===== src/lb_defines.svh =====
`ifndef LB_DEFINES_SVH
`define LB_DEFINES_SVH

// Bus field widths
`define LB_ADDR_W        24
`define LB_DATA_W        32
`define LB_PAGE_W        8
`define LB_OFFSET_W      16
`define LB_INDEX_W       5

// Address pages
`define LB_PAGE_STATUS   8'h00
`define LB_PAGE_LOCAL    8'h05

// Register indices within the local page
`define LB_REG_LED_USER  5'd1
`define LB_REG_LED1      5'd2
`define LB_REG_LED2      5'd3
`define LB_REG_HBANK     5'd5
`define LB_REG_MISC      5'd8

// Mirror memory holds 32 words
`define LB_MIRROR_AW     5

// LED counter and uptime prescaler
`define LB_LED_CW        10
`define LB_DUTY_W        8

// Reset and fill values
`define LB_MISC_DEFAULT  8'h00
`define LB_HBANK_DEFAULT 1'b1
`define LB_UNMAPPED      32'hdeadbeef
`define LB_BANK_DEFAULT  "zzzz"

`endif


===== src/lb_pkg.sv =====
`include "lb_defines.svh"

package lb_pkg;

	// Address page, the top byte of the bus address
	typedef logic [`LB_PAGE_W-1:0] lb_page_t;

	// One bus data word
	typedef logic [`LB_DATA_W-1:0] lb_word_t;

	// Page and offset, as seen by the read path
	typedef struct packed {
		lb_page_t                page;
		logic [`LB_OFFSET_W-1:0] offset;
	} lb_page_view_t;

	// Page and register index, as seen by the write decoder
	typedef struct packed {
		lb_page_t                                         page;
		logic [`LB_ADDR_W-`LB_PAGE_W-`LB_INDEX_W-1:0]     spare;
		logic [`LB_INDEX_W-1:0]                           index;
	} lb_reg_view_t;

	// Both views cover the same 24-bit address
	typedef union packed {
		lb_page_view_t page_view;
		lb_reg_view_t  reg_view;
	} lb_addr_u;

endpackage


===== src/lb_bus_if.sv =====
`timescale 1ns/10ps

interface lb_bus_if;

	import lb_pkg::*;

	// Request from the host master
	lb_addr_u addr;
	logic     strobe;
	// High for a read, low for a write
	logic     rd;
	lb_word_t wdata;

	// Bus master side
	modport host (
		output addr,
		output strobe,
		output rd,
		output wdata
	);

	// Register block side
	modport device (
		input addr,
		input strobe,
		input rd,
		input wdata
	);

endinterface


===== src/lb_ctrl_regs.sv =====
`timescale 1ns/10ps
`include "lb_defines.svh"

module lb_ctrl_regs (
	input  logic             clk,
	input  logic             arst_n,
	lb_bus_if.device         bus,
	output lb_pkg::lb_word_t mirror_word,
	output logic             rx_mac_hbank,
	output logic             led_user_mode,
	output logic             led1,
	output logic             led2,
	output logic [7:0]       misc_config
);

	import lb_pkg::*;

	localparam int mirror_depth = 1 << `LB_MIRROR_AW;

	logic                   local_write;
	logic [`LB_INDEX_W-1:0] reg_index;
	logic [`LB_DUTY_W-1:0]  led1_df;
	logic [`LB_DUTY_W-1:0]  led2_df;
	logic [`LB_LED_CW-1:0]  led_cc;

	lb_word_t mirror_mem [0:mirror_depth-1];

	assign reg_index = bus.addr.reg_view.index;

	// Direct write to the local page
	assign local_write = bus.strobe & ~bus.rd &
		(bus.addr.reg_view.page == `LB_PAGE_LOCAL);

	// Configuration registers
	always_ff @(posedge clk or negedge arst_n) begin
		if (!arst_n) begin
			led_user_mode <= 1'b0;
			led1_df       <= '0;
			led2_df       <= '0;
			rx_mac_hbank  <= `LB_HBANK_DEFAULT;
			misc_config   <= `LB_MISC_DEFAULT;
		end else if (local_write) begin
			case (reg_index)
				`LB_REG_LED_USER: led_user_mode <= bus.wdata[0];
				`LB_REG_LED1:     led1_df       <= bus.wdata[`LB_DUTY_W-1:0];
				`LB_REG_LED2:     led2_df       <= bus.wdata[`LB_DUTY_W-1:0];
				`LB_REG_HBANK:    rx_mac_hbank  <= bus.wdata[0];
				`LB_REG_MISC:     misc_config   <= bus.wdata[7:0];
				default: ;
			endcase
		end
	end

	// Every local write lands in the mirror, whatever the index
	always_ff @(posedge clk) begin
		if (local_write) begin
			mirror_mem[reg_index[`LB_MIRROR_AW-1:0]] <= bus.wdata;
		end
	end

	// Mirror is read each cycle at the current address
	always_ff @(posedge clk or negedge arst_n) begin
		if (!arst_n) begin
			mirror_word <= '0;
		end else begin
			mirror_word <= mirror_mem[reg_index[`LB_MIRROR_AW-1:0]];
		end
	end

	// Free-running PWM counter, period of 1024 cycles
	always_ff @(posedge clk or negedge arst_n) begin
		if (!arst_n) begin
			led_cc <= '0;
		end else begin
			led_cc <= led_cc + 1'b1;
		end
	end

	// LED is on while the count is below four times the duty factor
	always_ff @(posedge clk or negedge arst_n) begin
		if (!arst_n) begin
			led1 <= 1'b0;
			led2 <= 1'b0;
		end else begin
			led1 <= led_cc < {led1_df, 2'b00};
			led2 <= led_cc < {led2_df, 2'b00};
		end
	end

endmodule


===== src/lb_read_mux.sv =====
`timescale 1ns/10ps
`include "lb_defines.svh"

module lb_read_mux (
	input  logic             clk,
	input  logic             arst_n,
	input  lb_pkg::lb_addr_u addr,
	input  logic             rd_strobe,
	input  lb_pkg::lb_word_t bank_word,
	input  lb_pkg::lb_word_t mirror_word,
	output lb_pkg::lb_word_t data_in
);

	import lb_pkg::*;

	lb_page_t page_r;
	logic     rd_r;

	// Page of the read in flight, captured alongside its valid bit
	always_ff @(posedge clk) begin
		page_r <= addr.page_view.page;
	end

	always_ff @(posedge clk or negedge arst_n) begin
		if (!arst_n) begin
			rd_r <= 1'b0;
		end else begin
			rd_r <= rd_strobe;
		end
	end

	// Second read cycle, the sources have registered their words by now
	always_ff @(posedge clk or negedge arst_n) begin
		if (!arst_n) begin
			data_in <= '0;
		end else if (rd_r) begin
			case (page_r)
				`LB_PAGE_STATUS: data_in <= bank_word;
				`LB_PAGE_LOCAL:  data_in <= mirror_word;
				default:         data_in <= `LB_UNMAPPED;
			endcase
		end
	end

endmodule


===== src/lb_slave_top.sv =====
`timescale 1ns/10ps

module lb_slave_top (
	input  logic             clk,
	input  logic             arst_n,
	input  lb_pkg::lb_addr_u addr,
	input  logic             strobe,
	input  logic             rd,
	input  lb_pkg::lb_word_t wdata,
	output lb_pkg::lb_word_t data_in,
	input  logic             xdomain_fault,
	input  logic             tx_mac_done,
	input  logic [1:0]       rx_mac_buf_status,
	output logic             rx_mac_hbank,
	output logic             led_user_mode,
	output logic             led1,
	output logic             led2,
	output logic [7:0]       misc_config
);

	import lb_pkg::*;

	lb_word_t bank_word;
	lb_word_t mirror_word;
	logic     rd_strobe;

	lb_bus_if bus ();

	// Host side of the local bus
	assign bus.addr   = addr;
	assign bus.strobe = strobe;
	assign bus.rd     = rd;
	assign bus.wdata  = wdata;

	assign rd_strobe = strobe & rd;

	lb_ctrl_regs u_lb_ctrl_regs (
		.clk           (clk),
		.arst_n        (arst_n),
		.bus           (bus.device),
		.mirror_word   (mirror_word),
		.rx_mac_hbank  (rx_mac_hbank),
		.led_user_mode (led_user_mode),
		.led1          (led1),
		.led2          (led2),
		.misc_config   (misc_config)
	);

	lb_status_regs u_lb_status_regs (
		.clk               (clk),
		.arst_n            (arst_n),
		.bus               (bus.device),
		.xdomain_fault     (xdomain_fault),
		.tx_mac_done       (tx_mac_done),
		.rx_mac_buf_status (rx_mac_buf_status),
		.bank_word         (bank_word)
	);

	lb_read_mux u_lb_read_mux (
		.clk         (clk),
		.arst_n      (arst_n),
		.addr        (addr),
		.rd_strobe   (rd_strobe),
		.bank_word   (bank_word),
		.mirror_word (mirror_word),
		.data_in     (data_in)
	);

endmodule


===== src/lb_status_regs.sv =====
`timescale 1ns/10ps
`include "lb_defines.svh"

module lb_status_regs (
	input  logic             clk,
	input  logic             arst_n,
	lb_bus_if.device         bus,
	input  logic             xdomain_fault,
	input  logic             tx_mac_done,
	input  logic [1:0]       rx_mac_buf_status,
	output lb_pkg::lb_word_t bank_word
);

	import lb_pkg::*;

	// Identification words at offsets 0 to 3
	localparam lb_word_t id_word_0 = "Hell";
	localparam lb_word_t id_word_1 = "o wo";
	localparam lb_word_t id_word_2 = "rld!";
	localparam lb_word_t id_word_3 = "(::)";

	logic                  do_rd;
	logic [3:0]            bank_sel;
	logic [15:0]           fault_count;
	logic [`LB_LED_CW-1:0] prescale;
	logic [31:0]           uptime;
	logic                  tx_mac_done_r;
	logic [1:0]            rx_mac_buf_status_r;

	assign do_rd    = bus.strobe & bus.rd;
	assign bank_sel = bus.addr.page_view.offset[3:0];

	// Counts cycles with a clock-crossing fault, wraps silently
	always_ff @(posedge clk or negedge arst_n) begin
		if (!arst_n) begin
			fault_count <= '0;
		end else if (xdomain_fault) begin
			fault_count <= fault_count + 1'b1;
		end
	end

	// Uptime ticks once per prescaler wrap
	always_ff @(posedge clk or negedge arst_n) begin
		if (!arst_n) begin
			prescale <= '0;
			uptime   <= '0;
		end else begin
			prescale <= prescale + 1'b1;
			if (&prescale) begin
				uptime <= uptime + 1'b1;
			end
		end
	end

	// MAC status is brought into clk before it is read
	always_ff @(posedge clk or negedge arst_n) begin
		if (!arst_n) begin
			tx_mac_done_r       <= 1'b0;
			rx_mac_buf_status_r <= '0;
		end else begin
			tx_mac_done_r       <= tx_mac_done;
			rx_mac_buf_status_r <= rx_mac_buf_status;
		end
	end

	// First read cycle, bank word selected by the low offset bits
	always_ff @(posedge clk or negedge arst_n) begin
		if (!arst_n) begin
			bank_word <= '0;
		end else if (do_rd) begin
			case (bank_sel)
				4'h0:    bank_word <= id_word_0;
				4'h1:    bank_word <= id_word_1;
				4'h2:    bank_word <= id_word_2;
				4'h3:    bank_word <= id_word_3;
				4'h4:    bank_word <= {16'h0000, fault_count};
				4'h6:    bank_word <= {31'h0, tx_mac_done_r};
				4'h7:    bank_word <= {30'h0, rx_mac_buf_status_r};
				4'h8:    bank_word <= uptime;
				default: bank_word <= `LB_BANK_DEFAULT;
			endcase
		end
	end

endmodule


===== config.mk =====
export PLATFORM = sky130hd
export DESIGN_NAME = lb_slave_top
export DESIGN_NICKNAME = d
export VERILOG_FILES = /design/src/lb_pkg.sv /design/src/lb_bus_if.sv /design/src/lb_ctrl_regs.sv /design/src/lb_read_mux.sv /design/src/lb_slave_top.sv /design/src/lb_status_regs.sv
export VERILOG_INCLUDE_DIRS = /design/src
export SDC_FILE = /design/constraint.sdc
export NUM_CORES = 1
export LEC_CHECK = 0
export BUFFER_PORTS_ARGS = -buffer_cell sky130_fd_sc_hd__buf_2
export CAP_MARGIN = 40
export CORE_UTILIZATION = 50
export DETAILED_ROUTE_END_ITERATION = 12
export PLACE_DENSITY = 0.69
export SYNTH_ARGS = -nofsm -noshare
export SYNTH_HDL_FRONTEND = slang
export SYNTH_SLANG_ARGS = --single-unit

===== constraint.sdc =====
create_clock -name clk -period 1.7 [get_ports clk]
set_input_delay 0.255 -clock clk [delete_from_list [all_inputs] [get_ports clk]]
set_output_delay 0.255 -clock clk [all_outputs]
set_load 0.03 [all_outputs]

==> impl_metrics.py <==
metrics = {
    "cells_and_area": {
        "nets": 3297,
        "final_common_cell": "edfxtp_1",
        "regArea_mm2": 0.03582,
        "num-fill-cells": 6654,
        "drive_gt1_share_pct": 29.20,
        "area_growth_pct": 21.88,
        "stdcell_count": 4585,
        "multi_input_area_mm2": 0.01221,
        "final_cell_mix": "1024 x edfxtp_1, 241 x buf_4, 215 x mux2i_1, 194 x dfrtp_1, 142 x nand2_1",
    },
    "synthesis": {
        "synth_xor_area_share_pct": 1.132,
        "syn_area_mm2": 0.04799,
        "async_flop_share_pct": 15.96,
        "post_synth_num_cell_types": 63,
        "synth_top_cell_area_share_pct": 64.08,
        "yosysWarnings": 0,
        "synth_top_area_cell": "edfxtp_1",
        "synth_top_family_by_area": "multiplexers",
        "ys_seq_area_share_pct": 74.64,
        "postSynthAreaPerCell_um2": 17.39,
        "synth_mux_area_share_pct": 12.25,
        "yosys.area_share.adder_pct": 0.4693,
        "ys.flop_type": "edfxtp_1",
        "yosys.area_share.simple_pct": 4.667,
        "synthCells": 2759,
        "yosys-top-cells-area": "edfxtp_1 64%, dfrtp_1 10%, mux4_2 6.5%",
        "synth_compound_gate_area_share_pct": 5.197,
        "syn_nets": 2841,
        "synth_enable_flop_cells": 1024,
        "ys_ff_latch": 1228,
    },
    "sta": {
        "hold_violations": 0,
        "setup_viol": 31,
        "post-route-period-util_pct": 105.2,
        "fin_crit_ns": 1.788,
        "slew_violations": 0,
        "fmax_mhz": 559.3,
        "worst_pin_slew_ns": 0.7111,
        "rsz0062_at_grt": "true",
        "fin_skew_ns": 0.02564,
        "fin_ws_ns": -0.08809,
        "slew_headroom_pct": 52.59,
        "holdWs_ns": 0.03777,
    },
    "setup_path": {
        "crit_required_ns": 2.27,
        "rr_endpoint": "u_lb_read_mux.data_in[5]$_DFFE_PN0P_",
        "crit_type": "reg2reg",
        "worst-r2r-setup-slack_ns": -0.09,
        "start_kind": "flop",
        "critPathMaxFanout": 17,
        "cp_data_arrival_time_ns": 2.36,
        "r2r_start": "u_lb_read_mux.page_r[1]$_DFF_P_",
        "worstRegToRegCells": 6,
        "end_kind": "flop",
        "critPathLaunch": "u_lb_read_mux.page_r[1]$_DFF_P_",
    },
    "min_path": {
        "min-delay-start": "wdata[4]",
        "whs_endpoint": "u_lb_ctrl_regs.mirror_mem[4][4]$_DFFE_PP_",
        "min_path_type": "in2reg",
        "whs_path_depth": 2,
    },
    "power": {
        "ir_drop_v": 0.0008419,
        "powerDensity_mw_per_mm2": 1073,
        "p_leak_nw": 20.94,
    },
    "floorplanning": {
        "die-area_mm2": 0.09722,
        "die_x_um": 311.8,
        "start_util_pct": 50.51,
        "ios": 108,
        "rows": 113,
        "chipHeight_um": 311.8,
        "core_mm2": 0.09501,
    },
    "cts": {
        "cts_sinks": 1228,
        "cts_made_buffers": 119,
        "htreeDepth": 3,
        "worst_skew_pair.late_latency_ns": 0.72,
        "cts_tree": "yes",
        "clockRootBuffer": "clkbuf_16",
        "clockBufferDepth": 3,
        "clk_pin_slew_ns": 0.06,
    },
    "global_route": {
        "grt_pass1_vias": 28150,
        "grt_start_max_net_pins": 49,
        "grt-ovfl-total": 0,
        "track_usage_pct": 25.45,
        "antenna_found_initial": 7,
        "grt_pass1_wl_um": 181900,
    },
    "status": {
        "violations": "setup timing",
        "outcome": "finished, violations left",
    },
    "detailed_routing": {
        "drt_wl_total_um": 123400,
        "wl_met2_um": 59900,
        "vias_per_cell": 6.026,
        "dr.pass1.iters": 5,
        "drc": 0,
        "met3_length_um": 10930,
        "met1_length_um": 49920,
        "wl_per_cell_um": 26.92,
        "ant_nets": 0,
        "vias": 27630,
        "drtIter0Drc": 3106,
        "top_layer": "met5",
    },
    "placement": {
        "dp_worst_setup_slack_ns": -0.5642,
        "gp_congestion": 0.8569,
        "portBuffers": 96,
        "dp.cells": 4325,
        "dpl.hpwl_um": 80260,
    },
    "job": {
        "cap_violations": 0,
    },
}
logic make-up after synthesis:
kind of cell / count (synthesis)
compound gates: 381
xor+xnor: 62
fa+ha+maj: 18
buf+inv: 169
flops: 1228
mux: 407
simple gates: 494
through the flow:
stage / power, mW / area (um2) / utilization [%] / setup TNS, ns
after global routing: 64.50 / 58490 / 61.56 / -3.816
after CTS: 63.00 / 58160 / 61.21 / -0.8468
after detailed placement: 37.48 / 53790 / 56.62 / -425.98
after global placement: 37.39 / 53790 / 56.62 / -412.93
after floorplan: 35.53 / 48460 / - / -530.39
final: 62.76 / 58490 / 61.56 / -1.602
cell usage after synthesis, types with 4 or more instances:
cell	number
nand2_1	175
a211o_1	16
mux2_2	53
a22oi_1	44
inv_1	21
edfxtp_1	1024
buf_2	73
buf_1	13
and4_1	4
xor2_1	14
a221oi_1	12
mux2i_1	215
o221ai_1	15
nand3_1	34
a21oi_1	119
dfxtp_1	8
a21o_1	8
xnor2_1	48
o22a_1	17
buf_4	11
and3_1	16
o21a_1	10
o21ai_0	33
a22o_1	4
nor2_1	162
nor2b_1	6
a211oi_1	13
a31oi_1	4
and2_1	8
nand4_1	19
or3_1	5
dfrtp_1	195
o22ai_1	57
nor3_1	30
o211ai_1	19
nor4_1	7
mux4_2	139
clkbuf_1	46
ha_1	18
nand2b_1	8
routing by layer:
metal / global-route usage (%) / vias up
li1: - / 11750
met1: 35.63 / 14370
met2: 40.75 / 1327
met3: 4.965 / 187
met4: 7.409 / 2
met5: 0 / -
power breakdown:
group / leakage (nW) / switching [mW] / internal [mW]
clock network: 1.87 / 11.1 / 14.6
logic: 7.38 / 2.29 / 1.47
registers: 11.7 / 0.346 / 32.9
total: 20.9 / 13.7 / 49.0
timing repair:
| item | 4_1_cts | 5_1_grt |
|---|---|---|
| pin swaps | 19 | 45 |
| hold endpoints to repair | 337 | 0 |
| endpoints found under the setup margin | 60 | 63 |
| gates resized for setup | 52 | 59 |
| hold buffers | 22 | 0 |
| setup buffers | 5 | 5 |
| gates cloned | 1 | 1 |
sequential cells by signal (all words and copies together) (netlist names), 2 cells and up:
register                              cells
u_lb_ctrl_regs.misc_config                8
u_lb_ctrl_regs.mirror_mem              1024
u_lb_status_regs.bank_word               32
u_lb_status_regs.prescale                10
u_lb_status_regs.fault_count             16
u_lb_read_mux.data_in                    32
u_lb_ctrl_regs.led1_df                    8
u_lb_ctrl_regs.mirror_word               32
u_lb_ctrl_regs.led2_df                    8
u_lb_status_regs.rx_mac_buf_status_r      2
u_lb_status_regs.uptime                  32
u_lb_ctrl_regs.led_cc                    10
u_lb_read_mux.page_r                      8
final cells by class:
cell class	count	share of cell area (%)
flip-flops and latches	1228	61.24
clock buffers	170	5.746
inverters	23	0.1476
well taps	1265	2.706
clock inverters	55	0.8215
multi-input cells	1362	20.88
diodes	1	0.004279
repair buffers	481	8.455
worst max-delay path by stage:
stage	slack, ns	depth (start not counted)	endpoint
3_5_place_dp	-0.56	8	u_lb_ctrl_regs.mirror_word[30]$_DFF_PN0_
6_report	-0.09	6	u_lb_read_mux.data_in[5]$_DFFE_PN0P_
5_1_grt	-0.15	6	u_lb_read_mux.data_in[16]$_DFFE_PN0P_
2_1_floorplan	-1.02	4	u_lb_ctrl_regs.misc_config[0]$_DFFE_PN0P_
3_3_place_gp	-0.59	6	u_lb_ctrl_regs.mirror_word[14]$_DFF_PN0_
4_1_cts	-0.06	6	u_lb_ctrl_regs.mirror_word[20]$_DFF_PN0_
critical path, cell delays in order, from the launching register on:
cell and delay [ns]:
dfxtp_1 0.30, or4_4 0.57, nor4_4 0.16, buf_6 0.20, o21a_4 0.18, buf_12 0.16, a21oi_1 0.08
Note: power is estimated with default switching activity, not from simulation.
